--- src/rtl/conv_window_defines.svh ---
`ifndef CONV_WINDOW_DEFINES_SVH
`define CONV_WINDOW_DEFINES_SVH

// Image geometry, square frame
`define CW_IMG_W 32

// Kernel side of the window
`define CW_K 5

// Line buffers in the circular store, one more than the kernel
`define CW_LINES 6

// Bits per pixel
`define CW_PIX_W 8

`endif

--- src/rtl/conv_window_pkg.sv ---
`include "conv_window_defines.svh"

package conv_window_pkg;

    // Derived geometry
    localparam int OUT_W  = `CW_IMG_W - `CW_K + 1;  // Windows per row and rows of windows
    localparam int COL_W  = $clog2(`CW_IMG_W);      // Column index width
    localparam int LINE_W = $clog2(`CW_LINES);      // Line index width

    typedef logic signed [`CW_PIX_W-1:0] pixel_t;

    // Image row count, 0 up to the full height
    typedef logic [$clog2(`CW_IMG_W+1)-1:0] row_cnt_t;

    // One output window with its row markers
    typedef struct packed {
        pixel_t [`CW_K-1:0][`CW_K-1:0] pix;  // [row][col]
        logic                          row_start;
        logic                          row_end;
    } window_t;

    // Window read request from the scanner
    typedef struct packed {
        logic [LINE_W-1:0] base_line;  // Line holding the top row
        logic [COL_W-1:0]  col;        // Left column
        logic              row_start;
        logic              row_end;
    } rd_req_t;

    // Single pixel write into the store
    typedef struct packed {
        logic [LINE_W-1:0] line;
        logic [COL_W-1:0]  col;
        pixel_t            data;
    } wr_port_t;

endpackage

--- src/rtl/window_scan.sv ---
`timescale 1ns/100ps

`include "conv_window_defines.svh"

module window_scan (
    input  logic                      clk,
    input  logic                      reset_n,
    input  logic                      i_start,
    input  conv_window_pkg::row_cnt_t i_rows_loaded,
    output conv_window_pkg::row_cnt_t o_rows_released,
    output logic                      o_rd_valid,
    output conv_window_pkg::rd_req_t  o_rd_req,
    input  logic                      i_rd_ready,
    input  logic                      i_out_empty,
    output logic                      o_done
);
    import conv_window_pkg::*;

    typedef enum logic [1:0] {
        S_IDLE,
        S_SCAN,
        S_DRAIN,
        S_DONE
    } state_t;

    state_t            state;
    row_cnt_t          out_row;    // Output row, also the released input row count
    logic [COL_W-1:0]  win_col;
    logic [LINE_W-1:0] base_line;  // Store line of input row out_row
    logic              rd_fire;
    logic              col_last;
    logic              row_final;

    assign col_last  = (win_col == COL_W'(OUT_W - 1));
    assign row_final = (out_row == row_cnt_t'(OUT_W - 1));

    // Window needs input rows out_row .. out_row+K-1 in the store
    assign o_rd_valid = (state == S_SCAN) && (i_rows_loaded >= out_row + `CW_K);
    assign rd_fire    = o_rd_valid && i_rd_ready;

    assign o_rd_req.base_line = base_line;
    assign o_rd_req.col       = win_col;
    assign o_rd_req.row_start = (win_col == '0);
    assign o_rd_req.row_end   = col_last;

    assign o_rows_released = out_row;
    assign o_done          = (state == S_DONE);

    always_ff @(posedge clk) begin
        if (!reset_n) begin
            state     <= S_IDLE;
            out_row   <= '0;
            win_col   <= '0;
            base_line <= '0;
        end else begin
            case (state)
                S_IDLE: begin
                    if (i_start) begin
                        state     <= S_SCAN;
                        out_row   <= '0;
                        win_col   <= '0;
                        base_line <= '0;
                    end
                end

                S_SCAN: begin
                    if (rd_fire) begin
                        if (col_last) begin
                            win_col <= '0;
                            if (row_final) begin
                                state <= S_DRAIN;  // Last request issued
                            end else begin
                                out_row <= out_row + 1'b1;  // Releases the top input row
                                if (base_line == LINE_W'(`CW_LINES - 1)) begin
                                    base_line <= '0;
                                end else begin
                                    base_line <= base_line + 1'b1;
                                end
                            end
                        end else begin
                            win_col <= win_col + 1'b1;
                        end
                    end
                end

                // Wait for the last window to leave the output register
                S_DRAIN: begin
                    if (i_out_empty) begin
                        state   <= S_DONE;
                        out_row <= row_cnt_t'(OUT_W);  // Whole frame released, ends fill
                    end
                end

                S_DONE: begin
                    state <= S_IDLE;
                end

                default: begin
                    state <= S_IDLE;
                end
            endcase
        end
    end

endmodule

--- config.mk ---
export PLATFORM = sky130hd
export DESIGN_NAME = window_scan
export DESIGN_NICKNAME = d
export VERILOG_FILES = /design/src/rtl/conv_window_pkg.sv /design/src/rtl/window_scan.sv
export VERILOG_INCLUDE_DIRS = /design/src /design/src/rtl
export SDC_FILE = /design/constraint.sdc
export NUM_CORES = 1
export LEC_CHECK = 0
export BUFFER_PORTS_ARGS = -buffer_cell sky130_fd_sc_hd__buf_2
export CAP_MARGIN = 20
export CORE_ASPECT_RATIO = 0.75
export CORE_UTILIZATION = 50
export CTS_CLUSTER_DIAMETER = 120
export DETAILED_ROUTE_END_ITERATION = 7
export PLACE_DENSITY = 0.74
export SLEW_MARGIN = 10
export SYNTH_ARGS = -nofsm -noshare
export SYNTH_HDL_FRONTEND = slang
export SYNTH_SLANG_ARGS = --single-unit
--- constraint.sdc ---
create_clock -name clk -period 3.1 [get_ports clk]
set_input_delay 0.465 -clock clk [delete_from_list [all_inputs] [get_ports clk]]
set_output_delay 0.465 -clock clk [all_outputs]
set_load 0.1 [all_outputs]
==> flow_metrics.py <==
metrics = {
    "run_status": {
        "status": "completed",
    },
    "logic_synthesis": {
        "synthMuxAreaShare_pct": 2.31,
        "yosys_warnings": 0,
        "synth-compound-area-share_pct": 26.1,
        "syn_inst": 161,
        "async_flop_share_pct": 0,
        "synthTopCellsByArea": "dfxtp_1, ha_1, a21oi_1",
        "synth_top_cell_area_share_pct": 23.7,
        "synth_top_cells_by_count": "dfxtp_1, ha_1, inv_1",
        "synthSimpleGateAreaFrac_pct": 25.7,
        "syn_avg_cell_area_sq_um": 8.40,
        "synth_seq_cells": 16,
        "synth_top_family_by_area": "compound AO/OA/AOI/OAI gates",
        "synthAdderAreaFrac_pct": 13.9,
        "synth_area_leader_cell": "dfxtp_1",
        "synth.most_common_cell": "dfxtp_1",
        "yosys_most_used_dff": "dfxtp_1",
        "syn_area_sq_mm": 0.00135,
        "yosysSeqAreaShare_pct": 23.7,
        "synth_nets": 187,
        "synth-edff-count": 0,
        "synth-xor-area-share_pct": 2.59,
        "synth_cell_types": 52,
    },
    "power": {
        "p_seq_share_pct": 25.2,
        "powerDensity_mw_per_mm2": 645,
        "internal_power_mw": 0.485,
        "ir_worst_vdd_uv": 423,
        "p_clk_share_pct": 11.1,
        "combPwrFrac_pct": 63.7,
        "p_switching_mw": 0.533,
        "p_sw_share_pct": 52.4,
        "leakage_nw": 0.709,
    },
    "clock_tree": {
        "cts_buffer_depth": 2,
        "numCtsBuffers": 3,
        "cts_tree": "yes",
        "post_cts_buffers": 0,
        "clock-sinks": 16,
        "clockRootBuffer": "clkbuf_4",
        "clk_pin_slew_ns": 0.09,
        "clock_latency_ns": 0.30,
        "cts_hold_buf": 0,
        "cts_max_level": 1,
    },
    "sta": {
        "hold_ws_ns": 0.527,
        "slew_viol_final": 0,
        "worst_slew_pin_slew_ns": 0.809,
        "final-hold-violation-count": 0,
        "finalCritPeriodShare_pct": 96.2,
        "fin_skew_ns": 0.00586,
        "setup_viol": 0,
        "maxSlewHeadroom_pct": 44.5,
        "setup_tns_ns": 0,
        "period_minus_slack_ns": 2.98,
        "grt_setup_unrepaired": "no",
        "fmax_ghz": 0.335,
    },
    "floorplanning": {
        "initial_utilization_pct": 55.9,
        "num_rows": 15,
        "ios": 29,
        "dieArea_sq_mm": 0.00292,
        "core-area_sq_mm": 0.00242,
        "die_w_um": 62.1,
        "die_h_um": 47.0,
    },
    "placement": {
        "place_hpwl_mm": 2.81,
        "gp_congestion": 0.846,
        "port_buffers": 28,
    },
    "routing": {
        "wire_per_inst_um": 16.2,
        "drt-pass1-iter-count": 4,
        "drc_errors": 0,
        "final_antenna_net_count": 0,
        "vias": 1376,
        "drt_iter0_markers": 94,
        "viasPerCell": 6.20,
        "wl_mm": 3.60,
    },
    "worst_setup_path": {
        "critPathLaunchType": "flop",
        "arrival_ns": 2.52,
        "end_kind": "output port",
        "critPathRequiredTime_ns": 2.63,
        "cp_max_fo": 6,
        "path_class": "reg2out",
    },
    "grt": {
        "overflow": 0,
        "grt_pass1_wl_mm": 5.70,
        "grt_use_total_pct": 27.6,
        "antenna_found_initial": 0,
        "grt_max_degree": 17,
        "grt_pass1_vias": 1197,
    },
    "finish": {
        "multi_input_comb_area_sq_um": 976,
        "antennaDiodeCount": 0,
        "filler_cell_count": 208,
        "seq_area_sq_um": 327,
        "nets": 216,
        "area_delta_synth_final_pct": 16.7,
        "drive_above_1_share_pct": 29.3,
        "utilization_pct": 65.2,
    },
    "flow_run": {
        "max_cap_violations": 0,
    },
    "min_path": {
        "min-delay-path-class": "in2reg",
    },
}
==> logic make-up after synthesis <==
family / count (synthesis)
adders and majority gates: 15
muxes: 3
and+or+nand+nor: 57
buffers and inverters: 19
AOI/OAI and AO/OA: 47
DFF: 16
xor gates and xnor gates: 4
==> area by class of cell <==
type | instances | area share (%)
timing repair buffer | 31 | 10.5
sequential | 16 | 20.7
inverter | 12 | 2.85
tap | 34 | 2.70
multi-input combinational | 126 | 61.9
clock buffer | 3 | 1.43
==> power by group through the flow <==
stage          Sequential (mW)  Combinational [mW]  Clock, mW
2_1_floorplan            0.287               0.455          0
3_3_place_gp             0.257               0.607          0
3_5_place_dp             0.260               0.629          0
4_1_cts                  0.255               0.636      0.115
5_1_grt                  0.260               0.696      0.121
6_report                 0.257               0.648      0.113
==> cells in the final DEF (no fill, tap or decap), types with 4 or more instances in the layout <==
cell type,synthesis,final
buf_2,2,27
ha_1,15,14
inv_1,12,12
nand2_1,11,11
dfxtp_1,16,11
nand3_1,9,9
nor2_1,8,8
a21oi_1,9,8
o21ai_1,5,6
o21a_1,5,5
dfxtp_2,0,5
nor3_1,4,4
o41ai_1,4,4
o21ai_0,5,4
buf_4,1,4
==> metal layers <==
metal	global-route usage (%)	vias to the layer above	share of wire, %
met4	9.33	0	0.97
li1	-	659	-
met3	5.23	5	7.3
met5	0	-	0
met2	43.2	58	46
met1	38.4	654	46
==> sequential cells by signal, indices dropped and copies added (netlist names) <==
register and count:
base_line 3, o_rows_released 6, win_col 5, state 2
==> worst max-delay path: stages (launching register included) <==
cell	delay (ns)
dfxtp_2	0.39
ha_2	0.26
o21ai_1	0.09
xor2_1	0.15
ha_1	0.29
a21o_1	0.20
a221o_1	0.40
and3_2	0.21
buf_4	0.23
==> final timing paths <==
check,start,slack [ns],endpoint,cells past startpoint
setup / recovery,o_rows_released[0],0.12,o_rd_valid,8
hold / removal,reset_n,0.53,o_rows_released[0],2
setup reg to reg,o_rows_released[0],0.45,win_col[4],9
hold reg to reg,win_col[1],0.53,win_col[1],2
==> repair_timing <==
action / 4_1_cts / 5_1_grt
hold endpoints to repair: 0 / 0
setup endpoints to repair: 1 / 1
resized for setup: 1 / 4
==> per-stage QoR <==
stage	power (mW)	cell area (sq um)	setup slack, ns	std cells
finish	1.02	1580	0.118	222
global route	1.08	1580	0.00611	222
CTS	1.01	1560	0.0401	222
detailed placement	0.888	1540	0.310	219
global placement	0.864	1540	0.357	219
floorplan	0.742	1370	0.00278	161
Note: power is estimated with default switching activity, not from simulation.
