File: src/rtl/conv_window_defines.svh
`ifndef CONV_WINDOW_DEFINES_SVH
`define CONV_WINDOW_DEFINES_SVH

// Image geometry, square frame
`define CW_IMG_W 32

// Kernel side of the window
`define CW_K 5

// Line buffers in the circular store, one more than the kernel
`define CW_LINES 6

// Bits per pixel
`define CW_PIX_W 8

`endif

File: src/rtl/conv_window_pkg.sv
`include "conv_window_defines.svh"

package conv_window_pkg;

    // Derived geometry
    localparam int OUT_W  = `CW_IMG_W - `CW_K + 1;  // Windows per row and rows of windows
    localparam int COL_W  = $clog2(`CW_IMG_W);      // Column index width
    localparam int LINE_W = $clog2(`CW_LINES);      // Line index width

    typedef logic signed [`CW_PIX_W-1:0] pixel_t;

    // Image row count, 0 up to the full height
    typedef logic [$clog2(`CW_IMG_W+1)-1:0] row_cnt_t;

    // One output window with its row markers
    typedef struct packed {
        pixel_t [`CW_K-1:0][`CW_K-1:0] pix;  // [row][col]
        logic                          row_start;
        logic                          row_end;
    } window_t;

    // Window read request from the scanner
    typedef struct packed {
        logic [LINE_W-1:0] base_line;  // Line holding the top row
        logic [COL_W-1:0]  col;        // Left column
        logic              row_start;
        logic              row_end;
    } rd_req_t;

    // Single pixel write into the store
    typedef struct packed {
        logic [LINE_W-1:0] line;
        logic [COL_W-1:0]  col;
        pixel_t            data;
    } wr_port_t;

endpackage

File: src/rtl/line_fill.sv
`timescale 1ns/100ps

`include "conv_window_defines.svh"

module line_fill (
    input  logic                      clk,
    input  logic                      reset_n,
    input  logic                      i_start,
    input  logic                      i_pix_valid,
    input  conv_window_pkg::pixel_t   i_pix,
    output logic                      o_pix_ready,
    input  conv_window_pkg::row_cnt_t i_rows_released,
    output conv_window_pkg::row_cnt_t o_rows_loaded,
    output logic                      o_wr_valid,
    output conv_window_pkg::wr_port_t o_wr
);
    import conv_window_pkg::*;

    logic              active;      // Frame in progress
    logic [COL_W-1:0]  wr_col;
    logic [LINE_W-1:0] wr_line;     // Line for the row being taken
    row_cnt_t          rows_taken;  // Rows fully accepted from the stream
    logic              start_frame;
    logic              accept;
    logic              row_last;

    assign start_frame = i_start && !active;

    // Next row needs a line that no pending window still reads
    assign o_pix_ready = active
                      && (rows_taken < `CW_IMG_W)
                      && (rows_taken < i_rows_released + `CW_LINES);

    assign accept   = i_pix_valid && o_pix_ready;
    assign row_last = (wr_col == COL_W'(`CW_IMG_W - 1));

    // Frame flag stays up until the scanner reports the whole frame released
    always_ff @(posedge clk) begin
        if (!reset_n) begin
            active <= 1'b0;
        end else if (start_frame) begin
            active <= 1'b1;
        end else if (i_rows_released == row_cnt_t'(OUT_W)) begin
            active <= 1'b0;
        end
    end

    // Write position and accepted-row count
    always_ff @(posedge clk) begin
        if (!reset_n) begin
            wr_col     <= '0;
            wr_line    <= '0;
            rows_taken <= '0;
        end else if (start_frame) begin
            wr_col     <= '0;
            wr_line    <= '0;
            rows_taken <= '0;
        end else if (accept) begin
            if (row_last) begin
                wr_col     <= '0;
                rows_taken <= rows_taken + 1'b1;
                if (wr_line == LINE_W'(`CW_LINES - 1)) begin
                    wr_line <= '0;  // Wrap the circular store
                end else begin
                    wr_line <= wr_line + 1'b1;
                end
            end else begin
                wr_col <= wr_col + 1'b1;
            end
        end
    end

    // Registered write port, lands in the store one cycle after the accept
    always_ff @(posedge clk) begin
        if (!reset_n) begin
            o_wr_valid <= 1'b0;
        end else begin
            o_wr_valid <= accept;
        end
    end

    always_ff @(posedge clk) begin
        if (accept) begin
            o_wr.line <= wr_line;
            o_wr.col  <= wr_col;
            o_wr.data <= i_pix;
        end
    end

    // A row counts as loaded only once its last pixel has been written
    always_ff @(posedge clk) begin
        if (!reset_n) begin
            o_rows_loaded <= '0;
        end else if (start_frame) begin
            o_rows_loaded <= '0;
        end else if (o_wr_valid && o_wr.col == COL_W'(`CW_IMG_W - 1)) begin
            o_rows_loaded <= o_rows_loaded + 1'b1;
        end
    end

endmodule

File: config.mk
export PLATFORM = sky130hd
export DESIGN_NAME = line_fill
export DESIGN_NICKNAME = d
export VERILOG_FILES = /design/src/rtl/conv_window_pkg.sv /design/src/rtl/line_fill.sv
export VERILOG_INCLUDE_DIRS = /design/src /design/src/rtl
export SDC_FILE = /design/constraint.sdc
export NUM_CORES = 1
export LEC_CHECK = 0
export BUFFER_PORTS_ARGS = -buffer_cell sky130_fd_sc_hd__buf_4
export CAP_MARGIN = 10
export CORE_MARGIN = 2
export CORE_UTILIZATION = 46
export DETAILED_ROUTE_END_ITERATION = 8
export PLACE_DENSITY = 0.7
export SLEW_MARGIN = 0
export SYNTH_ARGS = -nofsm -noshare
export SYNTH_HDL_FRONTEND = slang
export SYNTH_SLANG_ARGS = --single-unit
File: constraint.sdc
create_clock -name clk -period 5.3 [get_ports clk]
set_input_delay 1.59 -clock clk [delete_from_list [all_inputs] [get_ports clk]]
set_output_delay 1.59 -clock clk [all_outputs]
set_load 0.02 [all_outputs]
==> impl_metrics.toml, run 1 <==
[outcome]
outcome = "completed"

[floorplanning]
start_util = 0.481
core_area_um2 = 3660
dieArea_um2 = 4340
die_x_um = 65.9
rows = 22
fp.dieH_um = 65.9
ios = 42

[setup_path]
cp_cell_sequence = "buf_4 > o21ai_0 > xor2_1 > ha_1 > a2111oi_4 > o21a_1 > or2_2 > buf_4"
worst_r2r_endpoint = "o_wr[5]"
critPathRequiredTime_ps = 3710
cpMostUsedCell = "buf_4"
reg2reg_slack_ps = 2940
crit_end = "o_pix_ready"
critPathMaxStageDelay_ps = 440
setup.worst_path.start = "i_rows_released[2]"
critPathCaptureType = "output pin"
critPathMaxFanout = 4
critPathSlowestCell = "a2111oi_4"
crit_type = "in -> out"
rr_worst_depth = 5
arrival_ps = 3250
start_kind = "input port"
reg2reg_from = "rows_taken[2]"

[clocking]
clk_pin_slew_ps = 70
cts_tree = "built"
postCtsSetupRepairBufs = 0
cts.sinks = 38
clock_latency_ps = 290
numCtsBuffers = 5
cts-root-buf = "clkbuf_8"
cts_buffer_depth = 2
ctsResizeCount = 0
hold_buffers = 0
htree_levels = 2

[layout]
final_common_cell = "buf_4"
n_antenna_cell = 0
drive_above_1_share = 0.268
mostFrequentLayoutCells = "43 x buf_4, 22 x dfxtp_1, 21 x nand2_1"
design_area_um2 = 2240
nets = 236
area_growth_pct = 27.2

[routing]
remaining_drc_errors = 0
wirelength_um = 3480
drt_iter0_drc = 56
vias_per_cell = 5.29
antenna_left = 0
vias = 1359
wl_per_cell_um = 13.6
first_pass_iters = 4

[placement]
hpwl_um = 2670
port_buffers = 41
place_area_um2 = 2130
gp_congestion = 0.845

[hold_path]
hp-class = "reg -> reg"

[power_and_ir_drop]
ir_worst_vdd_uv = 113
pwr-share-comb = 0.111
p_switching_mw = 0.136
p_leak_nw = 0.923
cellPowerDensity_nw_per_um2 = 278
p_clk_frac = 0.375
switching_share = 0.219
intPower_mw = 0.486
p_seq_frac = 0.514

[logic_synthesis]
synth_top_family_by_area = "simple AND/OR/NAND/NOR gates"
yosysSeqAreaShare = 0.523
ys_types = 41
synth_top_cell_by_area = "edfxtp_1"
synth_compound_area_frac = 0.141
synth-xor-area-share = 0.0398
ys_top_cells_by_area = "edfxtp_1 27%, dfxtp_1 25%, ha_1 7.1%"
synth_ff_type = "dfxtp_1"
syn_nets = 189
yosys.area_share.adder = 0.0711
synth-seq-cells = 38
ys_async_sr_fraction = 0
ys_warn_count = 0
yosys.area.top_type_share = 0.273
synth_edf_count = 16
avgSynthCellArea_um2 = 10.9
synth_mux_area_frac = 0.0398
yosys.area_share.simple = 0.170
syn_inst = 161
netlist_area_um2 = 1760

[global_routing]
antenna_found_initial = 0
track_usage = 0.176
grt_pass1_wl_um = 5690
grt_start_max_net_pins = 21
grt_overflow_total = 0
grt_pass1_vias = 1281

[sta]
tns_ps = 0
fin_crit_ps = 4840
fmax_mhz = 207
worst_slew_pin_slew_ps = 807
maxSlewViolCount = 0
hold_viol = 0
fin_crit_sh = 0.913
rsz0062_at_grt = "no"
setup_viol = 0
relSlewSlack = 0.461
whs_ps = 474
skew_ps = 2.11

[job]
cap_violations = 0
[per-stage QoR]
stage	power, mW	setup WS, ps	instances	utilization
global placement	0.394	492	249	0.582
global route	0.649	323	257	0.611
floorplan	0.364	611	161	-
finish	0.622	463	257	0.611
detailed placement	0.396	464	249	0.582
CTS	0.629	463	257	0.611
[flip-flops by register name, indices dropped and copies added, names as in the netlist]
register,cells
wr_col,5
rows_taken,6
o_rows_loaded,6
active,1
o_wr_valid,1
o_wr,16
wr_line,3
[cell families (layout without fill, tap and decap cells)]
group,count (synthesis),after routing
AOI/OAI and AO/OA,32,32
muxes,7,7
buffers and inverters,7,55
adders and majority gates,10,10
and+or+nand+nor,59,59
DFF,38,38
xor gates and xnor gates,8,8
[worst max-delay path: cells and delay by family]
kind	cells	cell delay (ps)
compound gates	3	840
simple gates	1	110
xor+xnor	1	170
fa+ha+maj	1	290
buf+inv	2	250
[synthesized netlist by cell type, types with 2 or more instances]
| master | n |
|---|---|
| dfxtp_1 | 22 |
| nand2_1 | 21 |
| edfxtp_1 | 16 |
| ha_1 | 10 |
| nor2_1 | 8 |
| mux2i_1 | 7 |
| nand3_1 | 6 |
| o21ai_0 | 6 |
| nand2b_1 | 5 |
| nand4_1 | 5 |
| o211ai_1 | 5 |
| xor2_1 | 5 |
| a21oi_1 | 4 |
| inv_1 | 4 |
| a21o_1 | 3 |
| clkbuf_1 | 3 |
| xnor2_1 | 3 |
| a31oi_1 | 2 |
| and2_1 | 2 |
| and3_1 | 2 |
| or2_2 | 2 |
[power by group through the flow]
stage	registers, mW	clock network [mW]	logic (mW)
finish	0.320	0.233	0.0692
global route	0.320	0.253	0.0758
CTS	0.320	0.239	0.0700
detailed placement	0.326	0	0.0699
global placement	0.326	0	0.0683
floorplan	0.335	0	0.0286
[cell type report]
type                       count  area, µm²
fill                         314       1420
clock inverter                 1       30.0
tap                           48       60.1
clock buffer                   7       76.3
inverter                       4       15.0
multi-input combinational    116        813
timing repair buffer          43        323
sequential                    38        921
[routing by layer]
layer / vias up / global-route usage / wire [µm] / share of wire
met5: - / 0 / 0 / 0
met4: 0 / 0.0677 / 52 / 0.015
met3: 5 / 0.0511 / 175 / 0.050
met2: 40 / 0.312 / 1840 / 0.53
met1: 629 / 0.197 / 1420 / 0.41
li1: 685 / - / - / -
[worst min-delay path by stage]
stage	from	to	cells after the start
final	wr_col[4]	o_wr[12]	0
after global routing	wr_col[4]	o_wr[12]	0
after detailed placement	wr_col[4]	o_wr[12]	0
after CTS	wr_col[4]	o_wr[12]	0
after global placement	wr_col[3]	o_wr[11]	0
after floorplan	wr_col[3]	o_wr[11]	0
Note: power is estimated with default switching activity, not from simulation.
==> run 2, diff against run 1 <==
--- a/config.mk
+++ b/config.mk
@@ -6,8 +6,10 @@
 export SDC_FILE = /design/constraint.sdc
 export NUM_CORES = 1
 export LEC_CHECK = 0
+export ABC_AREA = 1
 export BUFFER_PORTS_ARGS = -buffer_cell sky130_fd_sc_hd__buf_4
 export CAP_MARGIN = 10
+export CORE_ASPECT_RATIO = 1.75
 export CORE_MARGIN = 2
 export CORE_UTILIZATION = 46
 export DETAILED_ROUTE_END_ITERATION = 8
==> run 2 against run 1 <==
Combinational power shrank 15%. Via count grew 11%. Cell count up 18%. Global-route usage fell by 0.25 points. Critical path depth up 2. Sequential power is 2% lower. Clock-buffer cell count is 1 lower. Critical endpoint unchanged. Die area rose by 3.9%. Wire length decreased by 1.2%. Power grew 7.7%. Synthesized area up 3.7%.
==> impl_metrics.toml, run 2 <==
[outcome]
outcome = "completed"

[sta]
rsz0062_at_grt = "no"
fmax_mhz = 215
tns_ps = 0
worst_slew_pin_slew_ps = 452
maxSlewViolCount = 0
hold_viol = 0
relSlewSlack = 0.698
setup_viol = 0
skew_ps = 3.43
fin_crit_sh = 0.879
fin_crit_ps = 4660

[power_and_ir_drop]
ir_worst_vdd_uv = 197
p_total_mw = 0.670
p_leak_nw = 0.991
cellPowerDensity_nw_per_um2 = 289

[layout]
final_common_cell = "nand2_1"
mostFrequentLayoutCells = "45 x nand2_1, 41 x buf_4, 30 x inv_1"
regMostFlops = "o_wr"
top_regs = "o_wr (16), o_rows_loaded (6), rows_taken (6)"
n_antenna_cell = 0
drive_above_1_share = 0.230
largest_reg_flops = 16
nets = 283
area_growth_pct = 27.0

[clocking]
numCtsBuffers = 5
cts_tree = "built"
hold_buffers = 0
cts-root-buf = "clkbuf_8"
postCtsSetupRepairBufs = 0
htree_levels = 2
cts.sinks = 38
clk_pin_slew_ps = 70
ctsResizeCount = 0
cts_buffer_depth = 2
clock_latency_ps = 290

[routing]
vias_per_cell = 4.98
remaining_drc_errors = 0
wirelength_um = 3440
wl_per_cell_um = 11.3
drt_iter0_drc = 27
antenna_left = 0
vias = 1513
first_pass_iters = 4

[floorplanning]
rows = 30
die_x_um = 51.6
dieArea_um2 = 4510
fp.dieH_um = 87.3
start_util = 0.477
ios = 42
core_area_um2 = 3830

[logic_synthesis]
synth_top_cell_by_area = "edfxtp_1"
syn_inst = 211
avgSynthCellArea_um2 = 8.65
yosysMostFrequentCell = "nand2_1"
synth_ff_type = "dfxtp_1"
ys_top_cells_by_area = "edfxtp_1 26%, dfxtp_1 24%, nand2_1 9.3%"
yosys.area.top_type_share = 0.263
ys_async_sr_fraction = 0
synth-seq-cells = 38
ys_types = 25
yosys-top-cells-count = "45 x nand2_1, 30 x inv_1, 22 x dfxtp_1, 19 x a21oi_1, 16 x edfxtp_1"
ys_warn_count = 0
yosysSeqAreaShare = 0.504
netlist_area_um2 = 1830
synth_edf_count = 16
syn_nets = 239

[job]
cap_violations = 0

[setup_path]
critPathMaxStageDelay_ps = 280
critPathCaptureType = "output pin"
rr_worst_depth = 7
critPathMaxFanout = 10
cp_cell_sequence = "buf_4 > inv_1 > ha_1 > nor2_1 > xnor2_1 > ha_1 > nand3_1 > nand3_2 > nor2_8 > buf_4"
reg2reg_slack_ps = 3180
start_kind = "input port"
path_delay_family = "simple AND/OR/NAND/NOR gates"
cp.depth = 10
critPathSlowestCell = "ha_1"
crit_type = "in -> out"
reg2reg_from = "wr_col[0]"
worst_r2r_endpoint = "rows_taken[0]"
cp_num_buf_inv = 3
critPathRequiredTime_ps = 3710
arrival_ps = 3070

[global_routing]
use_met2 = 0.314
grt_overflow_total = 0
grt_start_max_net_pins = 20
use_met1 = 0.178
grt_pass1_wl_um = 5870
met3_usage = 0.0412
busiest_layer = "met2"
track_usage = 0.173
grt_pass1_vias = 1391
antenna_found_initial = 0

[hold_path]
hold_depth = 1
hp-class = "reg -> reg"
holdPathEnd = "o_rows_loaded[5]"
min_from = "o_rows_loaded[5]"

[placement]
port_buffers = 41
gp_congestion = 0.766
hpwl_um = 2700
## run 2: layer usage
metal	vias to the layer above	share of wire
li1	775	-
met1	684	0.39
met2	45	0.53
met3	9	0.053
met4	0	0.027
met5	-	0
## run 2: worst max path at each step
stage,startpoint,to
6_report,i_rows_released[1],o_pix_ready
5_1_grt,i_rows_released[1],o_pix_ready
4_1_cts,i_rows_released[1],o_pix_ready
3_5_place_dp,i_rows_released[1],o_pix_ready
3_3_place_gp,i_rows_released[1],o_pix_ready
2_1_floorplan,i_rows_released[1],o_pix_ready
## run 2: logic make-up (layout without fill, tap and decap cells)
family,count (synthesis),after routing,share of synthesized area
AND/OR/NAND/NOR,92,92,0.239
flip-flops,38,38,0.504
buffers and inverters,37,82,0.0802
AO/OA/AOI/OAI,27,27,0.0740
adder cells (fa/ha/maj),10,10,0.0685
XOR/XNOR,7,7,0.0336
## run 2: power breakdown
group | internal, mW | switching, mW
logic | 0.0243 | 0.0345
clock network | 0.201 | 0.0970
registers | 0.311 | 0.00238
total | 0.536 | 0.134
## run 2: area by class of cell
class | instances | area, µm²
Fill cell | 357 | 1510
Clock inverter | 2 | 60.1
Tap cell | 48 | 60.1
Sequential cell | 38 | 921
Multi-Input combinational cell | 136 | 758
Clock buffer | 6 | 82.6
Inverter | 33 | 129
Timing Repair Buffer | 41 | 308
## run 2: stage by stage
step | area [µm²] | util | hold slack (ps) | std cells | worst slack (ps)
4_1_cts | 2320 | 0.606 | 460 | 304 | 633
3_3_place_gp | 2180 | 0.568 | 439 | 296 | 654
6_report | 2320 | 0.606 | 457 | 304 | 643
5_1_grt | 2320 | 0.606 | 487 | 304 | 530
3_5_place_dp | 2180 | 0.568 | 448 | 296 | 636
2_1_floorplan | 1830 | - | 435 | 211 | 953
==> run 3, diff against run 2 <==
--- a/config.mk
+++ b/config.mk
@@ -10,7 +10,6 @@
 export BUFFER_PORTS_ARGS = -buffer_cell sky130_fd_sc_hd__buf_4
 export CAP_MARGIN = 10
 export CORE_ASPECT_RATIO = 1.75
-export CORE_MARGIN = 2
 export CORE_UTILIZATION = 46
 export DETAILED_ROUTE_END_ITERATION = 8
 export PLACE_DENSITY = 0.7
@@ -18,3 +17,4 @@
 export SYNTH_ARGS = -nofsm -noshare
 export SYNTH_HDL_FRONTEND = slang
 export SYNTH_SLANG_ARGS = --single-unit
+export TNS_END_PERCENT = 50
==> run 3 against run 2 <==
Largest cell class unchanged. Core utilization is 1.6 points lower. Via count is 0.86% lower. Clock-buffer cell count stayed put. Register-to-register slack hardly changed. Cell area is 2.6% lower.
==> impl_metrics.toml, run 3 (synthesized netlist as in run 2, its figures left out) <==
[layout]
mostFrequentLayoutCells = "45 x nand2_1, 41 x buf_4, 30 x inv_1"
final_common_cell = "nand2_1"
drive_above_1_share = 0.227
regMostFlops = "o_wr"
top_regs = "o_wr (16), o_rows_loaded (6), rows_taken (6)"
area_growth_pct = 23.7
n_antenna_cell = 0
largest_reg_flops = 16
nets = 283
utilization = 0.590

[clocking]
numCtsBuffers = 5
cts.sinks = 38
hold_buffers = 0
ctsResizeCount = 0
cts-root-buf = "clkbuf_8"
cts_buffer_depth = 2
clk_pin_slew_ps = 60
cts_tree = "built"
htree_levels = 2
postCtsSetupRepairBufs = 0
clock_latency_ps = 290

[floorplanning]
start_util = 0.477
dieArea_um2 = 4230
rows = 30
core_area_um2 = 3830
fp.dieH_um = 85.3
die_x_um = 49.6
ios = 42

[sta]
hold_viol = 0
fin_crit_sh = 0.877
setup_viol = 0
fmax_mhz = 215
worst_slew_pin_slew_ps = 444
setup_ws_ps = 654
skew_ps = 6.10
maxSlewViolCount = 0
tns_ps = 0
rsz0062_at_grt = "no"
relSlewSlack = 0.703
fin_crit_ps = 4650

[routing]
top_layer = "met4"
route.met2.wl_um = 1750
vias_per_cell = 4.93
drt_iter0_drc = 26
remaining_drc_errors = 0
wl_per_cell_um = 10.8
wl_met1_um = 1280
wirelength_um = 3280
first_pass_iters = 4
wl_met3_um = 169
antenna_left = 0
vias = 1500

[job]
cap_violations = 0

[global_routing]
grt_pass1_wl_um = 5650
grt_overflow_total = 0
grt_start_max_net_pins = 20
track_usage = 0.175
antenna_found_initial = 0
grt_pass1_vias = 1381

[outcome]
outcome = "completed"

[hold_path]
hp-class = "reg -> reg"

[setup_path]
critPathCaptureType = "output pin"
crit_type = "in -> out"
critPathMaxFanout = 10
start_kind = "input port"
arrival_ps = 3060
critPathRequiredTime_ps = 3710

[power_and_ir_drop]
ir_worst_vdd_uv = 136
p_leak_nw = 0.965
cellPowerDensity_nw_per_um2 = 247

[placement]
port_buffers = 41
gp_congestion = 0.789
hpwl_um = 2570
dpl_worst_slack_ps = 642
-- run 3: changes by cell type in the layout (fill, tap and decap cells not counted) --
cell,change
clkbuf_1,+1
clkbuf_8,-1
clkinv_2,+2
bufinv_16,-2
-- run 3: metal layers --
metal | global-route usage | vias to the layer above
li1 | - | 778
met3 | 0.0430 | 8
met4 | 0.0857 | 0
met2 | 0.321 | 42
met5 | 0 | -
met1 | 0.178 | 672
-- run 3: final timing paths --
check | end | start | cells past startpoint | slack [ps]
max | o_pix_ready | i_rows_released[1] | 10 | 650
min | o_rows_loaded[5] | o_rows_loaded[5] | 1 | 460
max reg2reg | rows_taken[0] | wr_col[0] | 7 | 3190
min reg2reg | o_rows_loaded[5] | o_rows_loaded[5] | 1 | 460
-- run 3: layout make-up --
| type | instances | area, µm² |
|---|---|---|
| Tap cell | 48 | 60.1 |
| Clock buffer | 6 | 72.6 |
| Fill cell | 391 | 1570 |
| Clock inverter | 2 | 10.0 |
| Multi-Input combinational cell | 136 | 758 |
| Inverter | 33 | 129 |
| Sequential cell | 38 | 921 |
| Timing Repair Buffer | 41 | 308 |
-- run 3: power by group --
group          switching [mW]  internal, mW
combinational          0.0340        0.0242
sequential            0.00241         0.311
clock                  0.0943        0.0910
total                   0.131         0.426
-- run 3: stage by stage --
stage	cells	power, mW	hold slack, ps	area [µm²]
global route	304	0.583	483	2260
detailed placement	296	0.379	454	2180
floorplan	211	0.355	435	1830
global placement	296	0.378	437	2180
CTS	304	0.564	462	2260
finish	304	0.557	456	2260
-- run 3: worst max-delay path, stage by stage --
cell and delay [ps]:
buf_4 90, inv_1 50, ha_1 210, nor2_1 130
xnor2_1 130, ha_1 280, nand3_1 110, nand3_2 110
nor2_8 180, buf_4 170
